File: src/cpu_bus_defs.svh
/*
 * Sizes and bit positions of the byte bus
 *   word and address widths, frame length
 *   control byte bits and first address and data phases
 */

`ifndef CPU_BUS_DEFS_SVH
`define CPU_BUS_DEFS_SVH

// Data and address widths of the core
`define CPU_WORD_W 32
`define CPU_ADDR_W 32

// Last phase of a frame, phase 0 is idle
`define FRAME_PHASES 9

// First phase of the address run and of the data run
`define FRAME_ADDR_FIRST 2
`define FRAME_DATA_FIRST 6

// Control byte bits
`define CTRL_WRITE_BIT 0
`define CTRL_START_BIT 7

`endif

File: src/cpu_bus_pkg.sv
/*
 * Shared types for the accumulator processor
 *   opcode_e    8-bit instruction kinds
 *   instr_u     fetched instruction word, immediate view and memory view
 */

`default_nettype none

package cpu_bus_pkg;

  typedef enum logic [7:0] {
    OP_NOP  = 8'h00,
    OP_LDI  = 8'h01,
    OP_LD   = 8'h02,
    OP_ST   = 8'h03,
    OP_ADD  = 8'h04,
    OP_JMP  = 8'h05,
    OP_JZ   = 8'h06,
    OP_HALT = 8'hff
  } opcode_e;

  typedef struct packed {
    opcode_e     op;     // Bits 31..24
    logic [23:0] imm;    // Sign-extended by LDI
  } instr_imm_t;

  typedef struct packed {
    opcode_e     op;     // Bits 31..24
    logic [3:0]  rsvd;   // Ignored by the core
    logic [19:0] index;  // Word index, byte address is index * 4
  } instr_mem_t;

  typedef union packed {
    instr_imm_t i;       // LDI
    instr_mem_t m;       // LD, ST, ADD, JMP, JZ
  } instr_u;

endpackage

`default_nettype wire

File: src/cpu_mem_if.sv
/*
 * Memory request link between the core and the byte bus sequencer
 *   core modport drives the request, seq modport answers it
 */

`timescale 1ns/1ps
`default_nettype none

`include "cpu_bus_defs.svh"

interface cpu_mem_if;

  logic                   req;    // Held until ack
  logic                   write;  // 1 for a store
  logic [`CPU_ADDR_W-1:0] addr;   // Byte address
  logic [`CPU_WORD_W-1:0] wdata;
  logic                   ack;    // One cycle, ends the access
  logic [`CPU_WORD_W-1:0] rdata;  // Valid with ack on a read

  modport core (
    output req, write, addr, wdata,
    input  ack, rdata
  );

  modport seq (
    input  req, write, addr, wdata,
    output ack, rdata
  );

endinterface

`default_nettype wire

File: src/accum_core.sv
/*
 * Accumulator processor core
 *   fetch, decode, memory access and halt states
 *   program counter, accumulator and latched instruction word
 *   issues word accesses over the cpu_mem_if core modport
 */

`timescale 1ns/1ps
`default_nettype none

`include "cpu_bus_defs.svh"

module accum_core import cpu_bus_pkg::*; (
  input  logic    clk,
  input  logic    rst,
  input  logic    run,
  cpu_mem_if.core mem,
  output logic    halted
);

  typedef enum logic [1:0] {
    S_FETCH,
    S_DECODE,
    S_MEM,
    S_HALT
  } state_e;

  state_e                 state;
  logic [`CPU_ADDR_W-1:0] pc;
  logic [`CPU_WORD_W-1:0] acc;
  instr_u                 instr;

  logic                   req_q;
  logic                   write_q;
  logic [`CPU_ADDR_W-1:0] addr_q;
  logic [`CPU_WORD_W-1:0] wdata_q;

  logic [`CPU_ADDR_W-1:0] pc_next;
  logic [`CPU_ADDR_W-1:0] target;
  logic [`CPU_WORD_W-1:0] imm_sext;

  assign mem.req   = req_q;
  assign mem.write = write_q;
  assign mem.addr  = addr_q;
  assign mem.wdata = wdata_q;

  assign pc_next  = pc + `CPU_ADDR_W'd4;
  assign target   = {{(`CPU_ADDR_W-22){1'b0}}, instr.m.index, 2'b00};  // Word index to bytes
  assign imm_sext = {{(`CPU_WORD_W-24){instr.i.imm[23]}}, instr.i.imm};

  always_ff @(posedge clk) begin
    if (rst) begin
      state   <= S_FETCH;
      pc      <= '0;
      acc     <= '0;
      req_q   <= 1'b0;
      write_q <= 1'b0;
      halted  <= 1'b0;
    end else begin
      case (state)
        S_FETCH: begin
          if (!req_q) begin
            if (run) begin  // Run low holds off a new fetch
              req_q   <= 1'b1;
              write_q <= 1'b0;
              addr_q  <= pc;
            end
          end else if (mem.ack) begin
            req_q <= 1'b0;
            instr <= mem.rdata;
            state <= S_DECODE;
          end
        end

        S_DECODE: begin
          case (instr.i.op)
            OP_LDI: begin
              acc   <= imm_sext;
              pc    <= pc_next;
              state <= S_FETCH;
            end
            OP_LD, OP_ADD, OP_ST: begin
              write_q <= (instr.m.op == OP_ST);  // Operands set up before req rises
              addr_q  <= target;
              wdata_q <= acc;
              state   <= S_MEM;
            end
            OP_JMP: begin
              pc    <= target;
              state <= S_FETCH;
            end
            OP_JZ: begin
              pc    <= (acc == '0) ? target : pc_next;
              state <= S_FETCH;
            end
            OP_HALT: begin
              halted <= 1'b1;
              state  <= S_HALT;
            end
            default: begin  // NOP and undefined codes
              pc    <= pc_next;
              state <= S_FETCH;
            end
          endcase
        end

        S_MEM: begin
          if (!req_q) begin
            if (run) begin
              req_q <= 1'b1;
            end
          end else if (mem.ack) begin
            req_q <= 1'b0;
            pc    <= pc_next;
            state <= S_FETCH;
            case (instr.m.op)
              OP_LD:   acc <= mem.rdata;
              OP_ADD:  acc <= acc + mem.rdata;  // Wraps at 32 bits
              default: ;                        // Store leaves acc alone
            endcase
          end
        end

        default: begin  // S_HALT, left only by reset
          req_q <= 1'b0;
        end
      endcase
    end
  end

endmodule

`default_nettype wire

File: src/byte_bus_sequencer.sv
/*
 * Byte bus sequencer
 *   turns each word access into a nine-phase frame on the pins
 *   control byte, four address bytes, four data bytes, LSB first
 *   assembles read words from uio_in and answers with ack
 */

`timescale 1ns/1ps
`default_nettype none

`include "cpu_bus_defs.svh"

module byte_bus_sequencer (
  input  logic       clk,
  input  logic       rst,
  cpu_mem_if.seq     mem,
  output logic [7:0] uo_out,
  input  logic [7:0] uio_in,
  output logic [7:0] uio_out,
  output logic [7:0] uio_oe
);

  logic [3:0]       phase;       // 0 idle, 1 control, 2..5 address, 6..9 data
  logic [3:0]       phase_nxt;
  logic             accept;
  logic             dir_write;   // Direction latched at acceptance
  logic             ack_q;
  logic [3:0][7:0]  rd_lane;     // Read bytes, lane 0 is the LSB
  logic [3:0]       rd_off;
  logic             in_data;

  logic [7:0]       uo_nxt;
  logic [7:0]       uio_nxt;
  logic [7:0]       oe_nxt;
  logic [3:0]       addr_off;
  logic [3:0]       data_off;

  assign accept  = (phase == 4'd0) && mem.req && !ack_q;  // Req still high in the ack cycle
  assign in_data = (phase >= 4'(`FRAME_DATA_FIRST)) && (phase <= 4'(`FRAME_PHASES));
  assign rd_off  = phase - 4'(`FRAME_DATA_FIRST);

  assign mem.ack   = ack_q;
  assign mem.rdata = rd_lane;

  always_comb begin
    if (phase == 4'd0) begin
      phase_nxt = accept ? 4'd1 : 4'd0;
    end else if (phase == 4'(`FRAME_PHASES)) begin
      phase_nxt = 4'd0;
    end else begin
      phase_nxt = phase + 4'd1;
    end
  end

  // Pin bytes for the phase entered at the next edge
  always_comb begin
    uo_nxt   = 8'h00;
    uio_nxt  = 8'h00;
    oe_nxt   = 8'h00;
    addr_off = phase_nxt - 4'(`FRAME_ADDR_FIRST);
    data_off = phase_nxt - 4'(`FRAME_DATA_FIRST);
    case (phase_nxt)
      4'd1: begin
        uo_nxt[`CTRL_START_BIT] = 1'b1;
        uo_nxt[`CTRL_WRITE_BIT] = mem.write;  // Not latched yet on this edge
      end
      4'd2, 4'd3, 4'd4, 4'd5: begin
        uo_nxt = mem.addr[8*addr_off[1:0] +: 8];  // Addr held stable by the core
      end
      4'd6, 4'd7, 4'd8, 4'd9: begin
        if (dir_write) begin
          uio_nxt = mem.wdata[8*data_off[1:0] +: 8];
          oe_nxt  = 8'hff;
        end
      end
      default: ;
    endcase
  end

  always_ff @(posedge clk) begin
    if (rst) begin
      phase     <= 4'd0;
      dir_write <= 1'b0;
      ack_q     <= 1'b0;
      uo_out    <= 8'h00;
      uio_out   <= 8'h00;
      uio_oe    <= 8'h00;
    end else begin
      phase   <= phase_nxt;
      ack_q   <= (phase == 4'(`FRAME_PHASES));  // Ack with pins back at idle
      uo_out  <= uo_nxt;
      uio_out <= uio_nxt;
      uio_oe  <= oe_nxt;
      if (accept) begin
        dir_write <= mem.write;
      end
    end
  end

  // Read lanes, sampled at the edge that ends each data phase
  always_ff @(posedge clk) begin
    if (in_data && !dir_write) begin
      rd_lane[rd_off[1:0]] <= uio_in;
    end
  end

endmodule

`default_nettype wire

File: src/cpu_handler_top.sv
/*
 * Top level of the accumulator processor on the byte pins
 *   accum_core and byte_bus_sequencer joined by cpu_mem_if
 */

`timescale 1ns/1ps
`default_nettype none

module cpu_handler_top (
  input  logic       clk,
  input  logic       rst,
  input  logic       run,      // Low holds off new accesses
  output logic [7:0] uo_out,   // Control and address bytes
  input  logic [7:0] uio_in,   // Read data byte
  output logic [7:0] uio_out,  // Write data byte
  output logic [7:0] uio_oe,   // All ones while driving write data
  output logic       halted
);

  cpu_mem_if mem_bus ();

  accum_core u_core (
    .clk    (clk),
    .rst    (rst),
    .run    (run),
    .mem    (mem_bus.core),
    .halted (halted)
  );

  byte_bus_sequencer u_seq (
    .clk     (clk),
    .rst     (rst),
    .mem     (mem_bus.seq),
    .uo_out  (uo_out),
    .uio_in  (uio_in),
    .uio_out (uio_out),
    .uio_oe  (uio_oe)
  );

endmodule

`default_nettype wire

File: config.mk
export PLATFORM = sky130hd
export DESIGN_NAME = cpu_handler_top
export DESIGN_NICKNAME = d
export VERILOG_FILES = /design/src/cpu_bus_pkg.sv /design/src/cpu_mem_if.sv /design/src/accum_core.sv /design/src/byte_bus_sequencer.sv /design/src/cpu_handler_top.sv
export VERILOG_INCLUDE_DIRS = /design/src /design/src/src
export SDC_FILE = /design/constraint.sdc
export NUM_CORES = 1
export LEC_CHECK = 0
export BUFFER_PORTS_ARGS = -buffer_cell sky130_fd_sc_hd__buf_2
export CAP_MARGIN = 20
export CORE_ASPECT_RATIO = 0.6
export CORE_MARGIN = 1.5
export CORE_UTILIZATION = 47
export DETAILED_ROUTE_END_ITERATION = 7
export GPL_TIMING_DRIVEN = 0
export PLACE_DENSITY = 0.59
export SYNTH_ARGS = -nofsm -noshare
export SYNTH_HDL_FRONTEND = slang
export SYNTH_HIERARCHICAL = 1
export SYNTH_SLANG_ARGS = --single-unit
File: constraint.sdc
create_clock -name clk -period 4.4 [get_ports clk]
set_input_delay 0 -clock clk [delete_from_list [all_inputs] [get_ports clk]]
set_output_delay 0 -clock clk [all_outputs]
set_load 0.02 [all_outputs]
## Word level (Yosys, flattened, before mapping)

Index checks and enable logic that the tools add are counted.

| storage, ports and cells | value |
|---|---|
| register bits | 227 |
| input port bits | 11 |
| output and inout bits | 25 |

| operators by class | value |
|---|---|
| add/sub/neg operators | 6 |
| $lt $le $gt $ge | 4 |
| equal/unequal tests | 29 |
| shift-type cells | 2 |
| mux-type cells | 37 |
| bitwise operators | 4 |
| reductions and logical operators | 29 |

Operators by type and width:

| operator | number |
|---|---|
| $mux 32 | 9 |
| $pmux 32 s2 | 4 |
| $pmux 32 s3 | 1 |
| $shiftx 32x6->8 | 2 |
| $add 32x3->32 const B | 1 |
| $add 32x32->32 | 1 |
| $bwmux 32 | 1 |
| $logic_not 32->1 | 1 |
| $eq 8x3->1 const B | 3 |
| $demux 8 s2 | 1 |
| $eq 4x3->1 const B | 4 |
| $eq 8x2->1 const B | 2 |
| $mux 8 | 2 |
| $reduce_and 5->1 | 3 |
| $eq 4x4->1 const B | 3 |
| $reduce_and 4->1 | 3 |
| $reduce_or 4->1 | 3 |
| $ne 2x1->1 const B | 5 |
| $eq 4x2->1 const B | 2 |
| $eq 8x1->1 const B | 1 |
| $eq 8x8->1 const B | 1 |
| $mux 2 | 4 |
| $mux 4 | 2 |
| $ne 2x2->1 const B | 4 |
| 25 further kinds | 48 |

## Longest topological paths before layout

Gate-level depths: netlist of run 1.

| logic depth | value |
|---|---|
| depth in word-level cells | 9 |
| gate-level depth with buffers | 11 |

## By module

Netlist of run 1, hierarchy kept.

By module, submodules not included:

| module | times used | cells an instance | area an instance (µm²) | sequential area each (µm²) |
|---|---|---|---|---|
| accum_core | 1 | 856 | 8713.4 | 4164.0 |
| byte_bus_sequencer | 1 | 165 | 2240.9 | 1421.4 |

## Worst setup path before layout of run 1

Ideal clock, no wire load.

| timing path | value |
|---|---|
| path kind | reg2reg |
| start | reg u_core.state[0] |
| end | reg u_core/instr[0] (netlist name) (enable) |
| library setup time | 0.461 ns |
| arrival | 2.849 ns |
| required time | 3.939 ns |
| slack | 1.090 ns |
| stages on the path, launching flop included | 5 |
| clock period less this slack | 3.310 ns |
| path through | dfxtp_1 inv_1 ha_1 inv_1 nor3_1 |

| on the way | value |
|---|---|
| cells in the longest elaborated chain, start to end | 2 |

Ends and longest elaborated chain:

| what | RTL line | text |
|---|---|---|
| from (decl) | accum_core.sv:28 | `state_e state;` |
| from (signal assigned) | accum_core.sv:53 | `state <= S_FETCH;` |
| from (signal assigned) | accum_core.sv:71 | `state <= S_DECODE;` |
| from (signal assigned) | accum_core.sv:80 | `state <= S_FETCH;` |
| $logic_not 2->1 | accum_core.sv:60 | `case (state)` |
| $reduce_and 4->1 (no line) | n/a |  |
| to (signal assigned) | accum_core.sv:70 | `instr <= mem.rdata;` |
| to (decl) | accum_core.sv:31 | `instr_u instr;` |

No other way between the ends.
A chain may end at the register's enable or synchronous reset.

## Worst setup path after layout of run 1

| timing path | value |
|---|---|
| start | reg u_seq.rd_lane, in the netlist u_seq/mem.rdata[0] |
| end | reg u_core.acc[30] |

| on the way | value |
|---|---|
| cells in the longest elaborated chain, start to end | 5 |

Ends and longest elaborated chain:

| what | RTL line | text |
|---|---|---|
| from (decl) | byte_bus_sequencer.sv:28 | `logic [3:0][7:0] rd_lane;` |
| from (signal, indexed assignment) | byte_bus_sequencer.sv:103 | `rd_lane[rd_off[1:0]] <= uio_in;` |
| $add 32x32->32 | accum_core.sv:118 | `OP_ADD: acc <= acc + mem.rdata;` |
| $pmux 32 s2 | accum_core.sv:116 | `case (instr.m.op)` |
| $mux 32 | accum_core.sv:112 | `end else if (mem.ack) begin` |
| $mux 32 | accum_core.sv:108 | `if (!req_q) begin` |
| $pmux 32 s2 | accum_core.sv:60 |  |
| to (signal assigned) | accum_core.sv:78 | `acc <= imm_sext;` |
| to (signal assigned) | accum_core.sv:117 | `OP_LD: acc <= mem.rdata;` |
| to (signal assigned) | accum_core.sv:118 |  |
| to (decl) | accum_core.sv:30 | `` logic [`CPU_WORD_W-1:0] acc; `` |

No other way between the ends. The select of a mux whose other input is x is not followed.

==> results of run 1 <==
sequential cells by signal (all words and copies together), names as in the netlist:
name	flops
u_core/acc	32
u_seq/uio_out	8
u_core/mem.write	1
u_core/pc	30
u_core/mem.addr	30
u_seq/phase	4
u_core/mem.req	1
u_seq/uio_oe	1
u_core/state	2
u_core/halted	1
u_seq/uo_out	8
u_seq/dir_write	1
u_core/mem.wdata	32
u_core/instr	32
u_seq/mem.rdata	32
u_seq/mem.ack	1
power groups by stage:
| stage | clock (W) | combinational (W) | sequential (W) |
|---|---|---|---|
| floorplan | 0 | 0.000490 | 0.00231 |
| global placement | 0 | 0.000681 | 0.00234 |
| detailed placement | 0 | 0.000688 | 0.00234 |
| CTS | 0.00189 | 0.000698 | 0.00229 |
| global route | 0.00198 | 0.000768 | 0.00230 |
| finish | 0.00188 | 0.000712 | 0.00230 |
worst register-to-register path: stages (launching register included):
cell and delay, ps:
edfxtp_1 420, ha_1 290, fa_1 420, a21o_2 270, a221oi_4 380, a211oi_4 140, o211ai_2 310, a31oi_2 220
a22oi_2 230, mux2_4 330, o21ai_2 50
metrics by stage:
step                utilization  setup WS [ps]  setup TNS [ps]  cells  hold WS [ps]
floorplan                     -           1090               0   1022          98.9
global placement          0.502           -657          -20850   1372           239
detailed placement        0.506           1350               0   1378           240
CTS                       0.541           1340               0   1426           248
global route              0.541           1200               0   1426           259
finish                    0.541           1310               0   1428           262
area by class of cell:
class | count | area, sq um
clock inverters | 12 | 143
well taps | 315 | 394
flip-flops and latches | 216 | 5590
fillers | 2031 | 10500
repair buffers | 51 | 335
clock buffers | 26 | 554
inverters | 16 | 60.1
plain buffers | 60 | 320
multi-input cells | 730 | 5030
diodes | 2 | 5.00
routing by layer:
layer | track usage | up-vias | routed length, um
li1 | - | 4007 | -
met1 | 0.451 | 4131 | 16300
met2 | 0.326 | 442 | 11600
met3 | 0.107 | 52 | 4340
met4 | 0.0564 | 2 | 594
met5 | 0 | - | 66
cells by family (layout without fill, tap and decap cells):
kind of cell    count (synthesis)  after routing  share of synthesized area
fa+ha+maj                      36             36                     0.0418
simple gates                  307            307                      0.144
other cells                     1              4                   0.000342
buf+inv                        76            165                     0.0347
compound gates                292            292                      0.185
mux                            59             59                     0.0569
flops                         216            216                      0.510
xor+xnor                       34             34                     0.0272
how the worst max path moves through the flow:
stage | start | endpoint | cells past startpoint
2_1_floorplan | u_core/state[0] | u_core/instr[0] | 4
3_3_place_gp | rst | u_core/instr[22] | 4
3_5_place_dp | u_seq/mem.rdata[0] | u_core/acc[30] | 10
4_1_cts | u_seq/mem.rdata[0] | u_core/acc[30] | 10
5_1_grt | u_seq/mem.rdata[0] | u_core/acc[30] | 10
6_report | u_seq/mem.rdata[0] | u_core/acc[30] | 10
cell usage in the layout (no fill, tap or decap), drive strengths merged, types with 6 or more instances in the layout:
cell type    synthesis  routed
o31ai                6       6
or3                  8       8
nand3               18      18
a31oi                8       8
buf                 38      79
nor3                20      20
xor2                15      15
dlygate4sd3          0      10
a211oi              17      17
a21oi               67      67
and3                19      19
o41ai                7       7
o21a                 6       6
xnor2               19      19
o22ai               16      16
clkbuf              22      48
o211ai              28      28
clkinv               1       7
nor2                75      75
nor4                10      10
dfxtp               90      90
nor2b               13      13
a311oi               7       7
inv                 15      17
mux2                23      23
mux2i               36      36
a21o                25      25
o21ai               56      56
a22oi               16      16
nand4                7       7
ha                  35      35
edfxtp             126     126
nand2b              17      17
nand2               93      93
timing repair:
| item | in CTS | in global routing |
|---|---|---|
| hold buffers | 10 | 0 |
| endpoints found under the hold margin | 35 | 0 |
| setup endpoints to repair | 0 | 0 |
==> results.txt, run 1 <==
- The share of total power dissipated in combinational logic is 0.146.
* Number of iterations in the first detailed-routing pass: 6
* Number of enable flip-flop cells after synthesis: 126
* Port Buf Inserts: 35
- The first routing iteration left 1099 violations.
- Of the synthesized area, sequential elements account for 0.510.
- Hold depth: 2
* Max Fclk: 324 MHz
* Asr flop ratio synth: 0
- Sorting the synthesized cells by how often they occur yields 126 x edfxtp_1, 92 x nand2_1, 90 x dfxtp_1.
- In this run the count of I/O pins placed on the die edge is 36.
- Yosys warnings: 6
- In this run the worst hold path is classified as in -> reg.
- The root buffer cell chosen for the clock tree is clkbuf_16.
* Outcome: finished, final reports clean
* Number of buffers inserted to repair setup after CTS: 0
- Post-layout min period: 3090 ps
- Clk Latency, worst-skew pair: 530 ps
- In the finished design, the share of the clock period the worst path needs comes to 0.702.
- Post-route cell area: 12400 sq um
- Arrival time at the worst endpoint: 3560 ps
* R2R cell count: 10
- Clock-pin slew was measured on the worst setup and hold paths at 70 ps.
* RD Place Congestion: 0.901
* Die Outline Area: 24300 sq um
- The number of antenna violations at the first check in global routing came to 2.
- Resized Gates After CTS: 0
- Yosys instantiated no cell more often than edfxtp_1.
- Among all stages on the critical path, the largest delay is contributed by edfxtp_1.
- After technology mapping, the gate count stands at 1021.
- The die is 121 um tall.
- Net switching power: 0.00132 W
- Number of slew-limit violations in the final report: 0
- Summing every instance area after synthesis gives 11000 sq um.
* Post-DR vias/cell: 6.05
* Worst ir drop on vdd: 0.000269 V
- Average instance area after synthesis: 10.7 sq um
- The number of hold violations in the final report was 0.
- Remaining Overflow, GRT: 0
- Max-cap violations in this run came to 0.
- Counting along the longest clock path gives a buffer depth of 3.
- Summed over all cells, the static leakage comes to 4.67 nW.
- Cell chain of the critical path: ha_1 > fa_1 > a21o_2 > a221oi_4 > a211oi_4 > o211ai_2 > a31oi_2 > a22oi_2 > mux2_4 > o21ai_2
- Number of clock sinks: 216
- Overall power: 0.00489 W
- Final setup fails: 0
- Cell area after placement: 11600 sq um
- Largest stage delay on the critical path: 420 ps
- Of the total power, the share spent switching nets is 0.271.
* Global-route usage over all layers: 0.276
- For this design the ratio of total power to cell area is 393 nW/um^2.
* Unique cell type count in the Yosys netlist: 85
- In this run, synthesis produced a sequential element count of 216.
- In this run the worst path has a maximum fanout of 4.
- CTS tree: yes
* Number of cell rows: 43
- Endpoint of the worst-slack reg-to-reg timing path: u_core/acc[30]
- The worst hold path terminates at u_seq/mem.rdata[23].
* Portion of total power attributed to the clock network: 0.384
- Detailed placement finished with a half-perimeter wire length of 24600 um.
* TritonCTS buffer count: 21
- For this block, the routed nets add up to 32900 um of wire.
- The share of synthesized area in the top cell type comes to 0.345.
- Library cell with the largest summed area after synthesis: edfxtp_1
- Hold wc startpoint: uio_in[7]
- For this block, the via count after detailed routing is 8634.
- For flop-to-flop paths, the worst setup slack is 1310 ps.
- Net total in the final layout: 1143
- Cell type group with the largest total delay on the critical path: compound AO/OA/AOI/OAI gates
* Width of the chip: 200 um
- Biggest area contributors in the synthesized netlist: edfxtp_1 35%, dfxtp_1 16%, ha_1 4.0%
- Largest net degree at the start of global routing: 33
* Number of global-route vias before repair: 7715
- The critical path is of the reg -> reg type.
* Residual DRC: 0
- Starting utilization of the core area: 0.477
- Prevailing post-synth register cell: edfxtp_1
- Setup repair after global routing left no endpoint under its margin.
* Area growth from synthesis to layout: 13.5%
* Number of levels in the clock H-tree: 1
- Once detail routing completed, the nets flagged for antenna violations numbered 0.
- Element type at the critical path end: flop
* Actual transition at the worst max-transition pin: 972 ps
- STA puts the critical path data required time at 4870 ps.
- In this run the critical register-to-register path is launched from u_seq/mem.rdata[0].
- Power share of the sequential group: 0.470
- Worst setup skew after layout: 29.3 ps
- STA classifies the critical path startpoint as a flop.
- First-pass GRT wire length: 48900 um
* WP buf/inv: 0
- Internal power consumption: 0.00356 W
- Mean routed wirelength per cell: 23.0 um
* Core area: 23000 sq um
- Of the cells placed in the final design, the portion with a size suffix greater than 1 is 0.153.
- Relative max-transition margin: 0.349
Power figures use the tool's default switching activity.
==> run 2, diff against run 1 <==
--- a/config.mk
+++ b/config.mk
@@ -13,7 +13,7 @@
 export CORE_UTILIZATION = 47
 export DETAILED_ROUTE_END_ITERATION = 7
 export GPL_TIMING_DRIVEN = 0
-export PLACE_DENSITY = 0.59
+export PLACE_DENSITY = 0.62
 export SYNTH_ARGS = -nofsm -noshare
 export SYNTH_HDL_FRONTEND = slang
 export SYNTH_HIERARCHICAL = 1
==> constraint.sdc (replaced) <==
create_clock -name clk -period 2.8 [get_ports clk]
set_input_delay 0 -clock clk [delete_from_list [all_inputs] [get_ports clk]]
set_output_delay 0 -clock clk [all_outputs]
set_load 0.02 [all_outputs]
==> results.txt, run 2 (same netlist as run 1, synthesis figures left out) <==
- Hold depth: 2 (unchanged)
- Leaving out fill and tap cells, the most frequent cell in the layout is edfxtp_1.
* Largest stage delay on the critical path: 430 ps (about the same)
* Net switching power: 0.00209 W (+58%)
- Wire length after detailed routing: 33200 um (+0.95%)
- Net total in the final layout: 1155 (+1.0%)
* Post-route cell area: 12700 sq um (+2.3%)
- Number of clock sinks: 216 (unchanged)
- RD Place Congestion: 0.948 (+5.2%)
- The sum of buffers and inverters on the critical path is 0 (unchanged).
* Remaining Overflow, GRT: 0 (unchanged)
* Startpoint kind of the worst setup timing path: flop
* Maximum buffer depth of the clock tree: 3 (unchanged)
- The total power divided by cell area was 614 nW/um^2 (+56%).
- Max Fclk: 355 MHz (+9.6%)
- The total inserted antenna cells was 0 (-2).
- Clk Latency, worst-skew pair: 520 ps (about the same)
* Unrepaired setup endpoints after global routing: true
* Setup total negative slack: -34.1 ps (-34.1 ps)
- Power share of the sequential group: 0.462 (-0.008)
- CTS tree: yes
- The placeable core area is 23000 sq um (unchanged).
- The clock transition at the registers of the reported paths was 60 ps (about the same).
- Number of iterations in the first detailed-routing pass: 5 (-1)
- The final critical-path share of the clock period came to 1.01 (+0.304).
- Remaining number of nets flagged by the antenna check after routing: 0 (unchanged)
- The final clock skew came to 15.7 ps (-13.6 ps).
- Max FO, Critical Path: 4 (unchanged)
- The setup slack on the worst flop-to-flop path is -20 ps (-1330 ps).
- Detailed placer's ending HPWL: 24500 um (-0.24%)
- R2R cell count: 10 (unchanged)
- The pin count of the biggest net entering global routing is 33 (unchanged).
* Endpoint of the worst-slack reg-to-reg timing path: u_core/acc[20]
* Outcome: finished, violations left
- The number of I/O pins is 36 (unchanged).
- The initial core utilization is 0.477 (unchanged).
- The number of max-cap violations is 0 (unchanged).
- The number of antenna violations at the first check in global routing was 0 (-2).
- Critical Path RT: 3210 ps (-1660 ps)
- The number of setup violations in the final report is 3 (+3).
* Most used cells in the layout excluding fill and tap cells: 126 x edfxtp_1, 91 x nand2_1, 86 x dfxtp_1
- Worst ir drop on vdd: 0.000454 V (+69%)
- The path with the worst hold slack has its endpoint at u_seq/mem.rdata[13].
- Port Buf Inserts: 35 (unchanged)
- Logic pwr share: 0.150 (+0.004)
- Crit Reg-Reg Startpoint: u_seq/mem.rdata[0]
- Element type at the critical path end: flop
- The residual DRC count came to 0 (unchanged).
- Mean routed wirelength per cell: 23.1 um (+0.24%)
* Die Outline Area: 24300 sq um (unchanged)
- Internal power consumption: 0.00571 W (+60%)
- Compared with the post-synthesis result, the final layout area differs by 16.0%.
- In this run the worst hold path is classified as in -> reg.
- The via total after detailed routing came to 8850 (+2.5%).
- The instance area after placement was 11600 sq um (about the same).
- The worst max-slew margin expressed relative to the limit is 0.303 (-0.0460).
- The arrival time of data at the critical path endpoint came to 3230 ps (-330 ps).
- Leak: 4.76 nW (+1.9%)
- The initial DRC count is 943 (-14%).
- The critical path goes through ha_4 > fa_2 > a21o_4 > a221oi_4 > a211oi_4 > o211ai_4 > nand2_2 > xor2_2 > a21oi_2 > o41ai_2.
* TritonCTS buffer count: 21 (unchanged)
- Failing checks: setup timing
* Portion of total power attributed to the clock network: 0.388 (+0.004)
* Final Hold Viols: 0 (unchanged)
- Post-layout min period: 2820 ps (-272 ps)
- The global-route wire length before repair is 48800 um (-0.24%).
- The final-report max-slew violation count came to 0 (unchanged).
* Number of levels in the clock H-tree: 1 (unchanged)
- Type of the setup path with the least slack: reg -> reg
* Post-DR vias/cell: 6.15 (+1.8%)
- The overall die height was 121 um (unchanged).
- Width of the chip: 200 um (unchanged)
- Root buf cell: clkbuf_16
- The setup slack after layout came to -18.3 ps (-1330 ps).
* Sw Ratio: 0.268 (-0.00255)
- Actual transition at the worst max-transition pin: 1050 ps (+74.2 ps)
- The total track usage is 0.276 (about the same).
- The ratio of cells with drive above 1 in the final layout is 0.191 (+0.0384).
* Number of cell rows: 43 (unchanged)
- In this design, the largest share of critical-path delay is due to compound AO/OA/AOI/OAI gates.
- Max stage delay cell, worst path: edfxtp_1
- The startpoint identified for the worst hold timing path is uio_in[5].
* Number of global-route vias before repair: 7838 (+1.6%)
run 2: cell types whose count changed in the layout (fill, tap and decap cells not counted), sizes merged:
cell      previous run  this run
clkbuf              48        42
clkinvlp             1         2
buf                 79        93
diode                2         0
nor2                75        76
clkinv               7         9
inv                 17        16
bufinv               3         4
run 2: routing by layer:
layer,vias to the layer above,track usage,wire length [um]
met3,50,0.123,4530
met4,0,0.0526,617
met1,4342,0.433,16000
li1,4026,-,-
met2,432,0.337,12000
met5,-,0,0
run 2: layout make-up:
type / count / area (sq um)
clock inverter: 15 / 185
clock buffer: 23 / 543
timing repair buffer: 65 / 440
inverter: 16 / 60.1
sequential: 216 / 5590
tap: 315 / 394
fill: 2003 / 10300
multi-input combinational: 731 / 5190
buffer: 57 / 312
run 2: what timing repair did:
action	4_1_cts	5_1_grt
resized for setup	8	29
pin swaps	8	16
buffers inserted	5	10
hold buffers	10	0
gates cloned	0	1
endpoints found under the setup margin	13	40
hold endpoints to repair	35	0
run 2: worst reg2reg max path, cell delays in order, from the launching register on:
cell and delay, ps:
edfxtp_1 430, ha_4 210, fa_2 370, a21o_4 230
a221oi_4 350, a211oi_4 150, o211ai_4 290, nand2_2 120
xor2_2 150, a21oi_2 80, o41ai_2 330
run 2: power groups by stage:
| stage | Combinational [W] | Sequential (W) | Clock (W) |
|---|---|---|---|
| after floorplan | 0.000772 | 0.00362 | 0 |
| after global placement | 0.00106 | 0.00367 | 0 |
| final | 0.00117 | 0.00361 | 0.00303 |
| after global routing | 0.00126 | 0.00362 | 0.00320 |
| after detailed placement | 0.00108 | 0.00367 | 0 |
| after CTS | 0.00111 | 0.00360 | 0.00309 |
run 2: worst max-delay path by stage:
stage,to,start,cells after the start,slack [ps]
2_1_floorplan,u_core/mem.wdata[0],u_core/instr[24],3,40
3_3_place_gp,u_core/instr[22],rst,4,-650
3_5_place_dp,u_core/acc[30],u_seq/mem.rdata[0],10,-310
4_1_cts,u_core/acc[30],u_seq/mem.rdata[0],10,-2
5_1_grt,u_core/acc[20],u_seq/mem.rdata[0],10,-100
6_report,u_core/acc[20],u_seq/mem.rdata[0],10,-20
run 2: through the flow:
stage	setup slack, ps	hold slack [ps]	total power (W)	util	cells
floorplan	44.8	98.9	0.00440	-	1022
global placement	-653	236	0.00473	0.502	1372
detailed placement	-311	234	0.00475	0.506	1377
CTS	-1.99	236	0.00780	0.546	1430
global route	-97.7	249	0.00807	0.553	1438
finish	-18.3	257	0.00781	0.553	1438
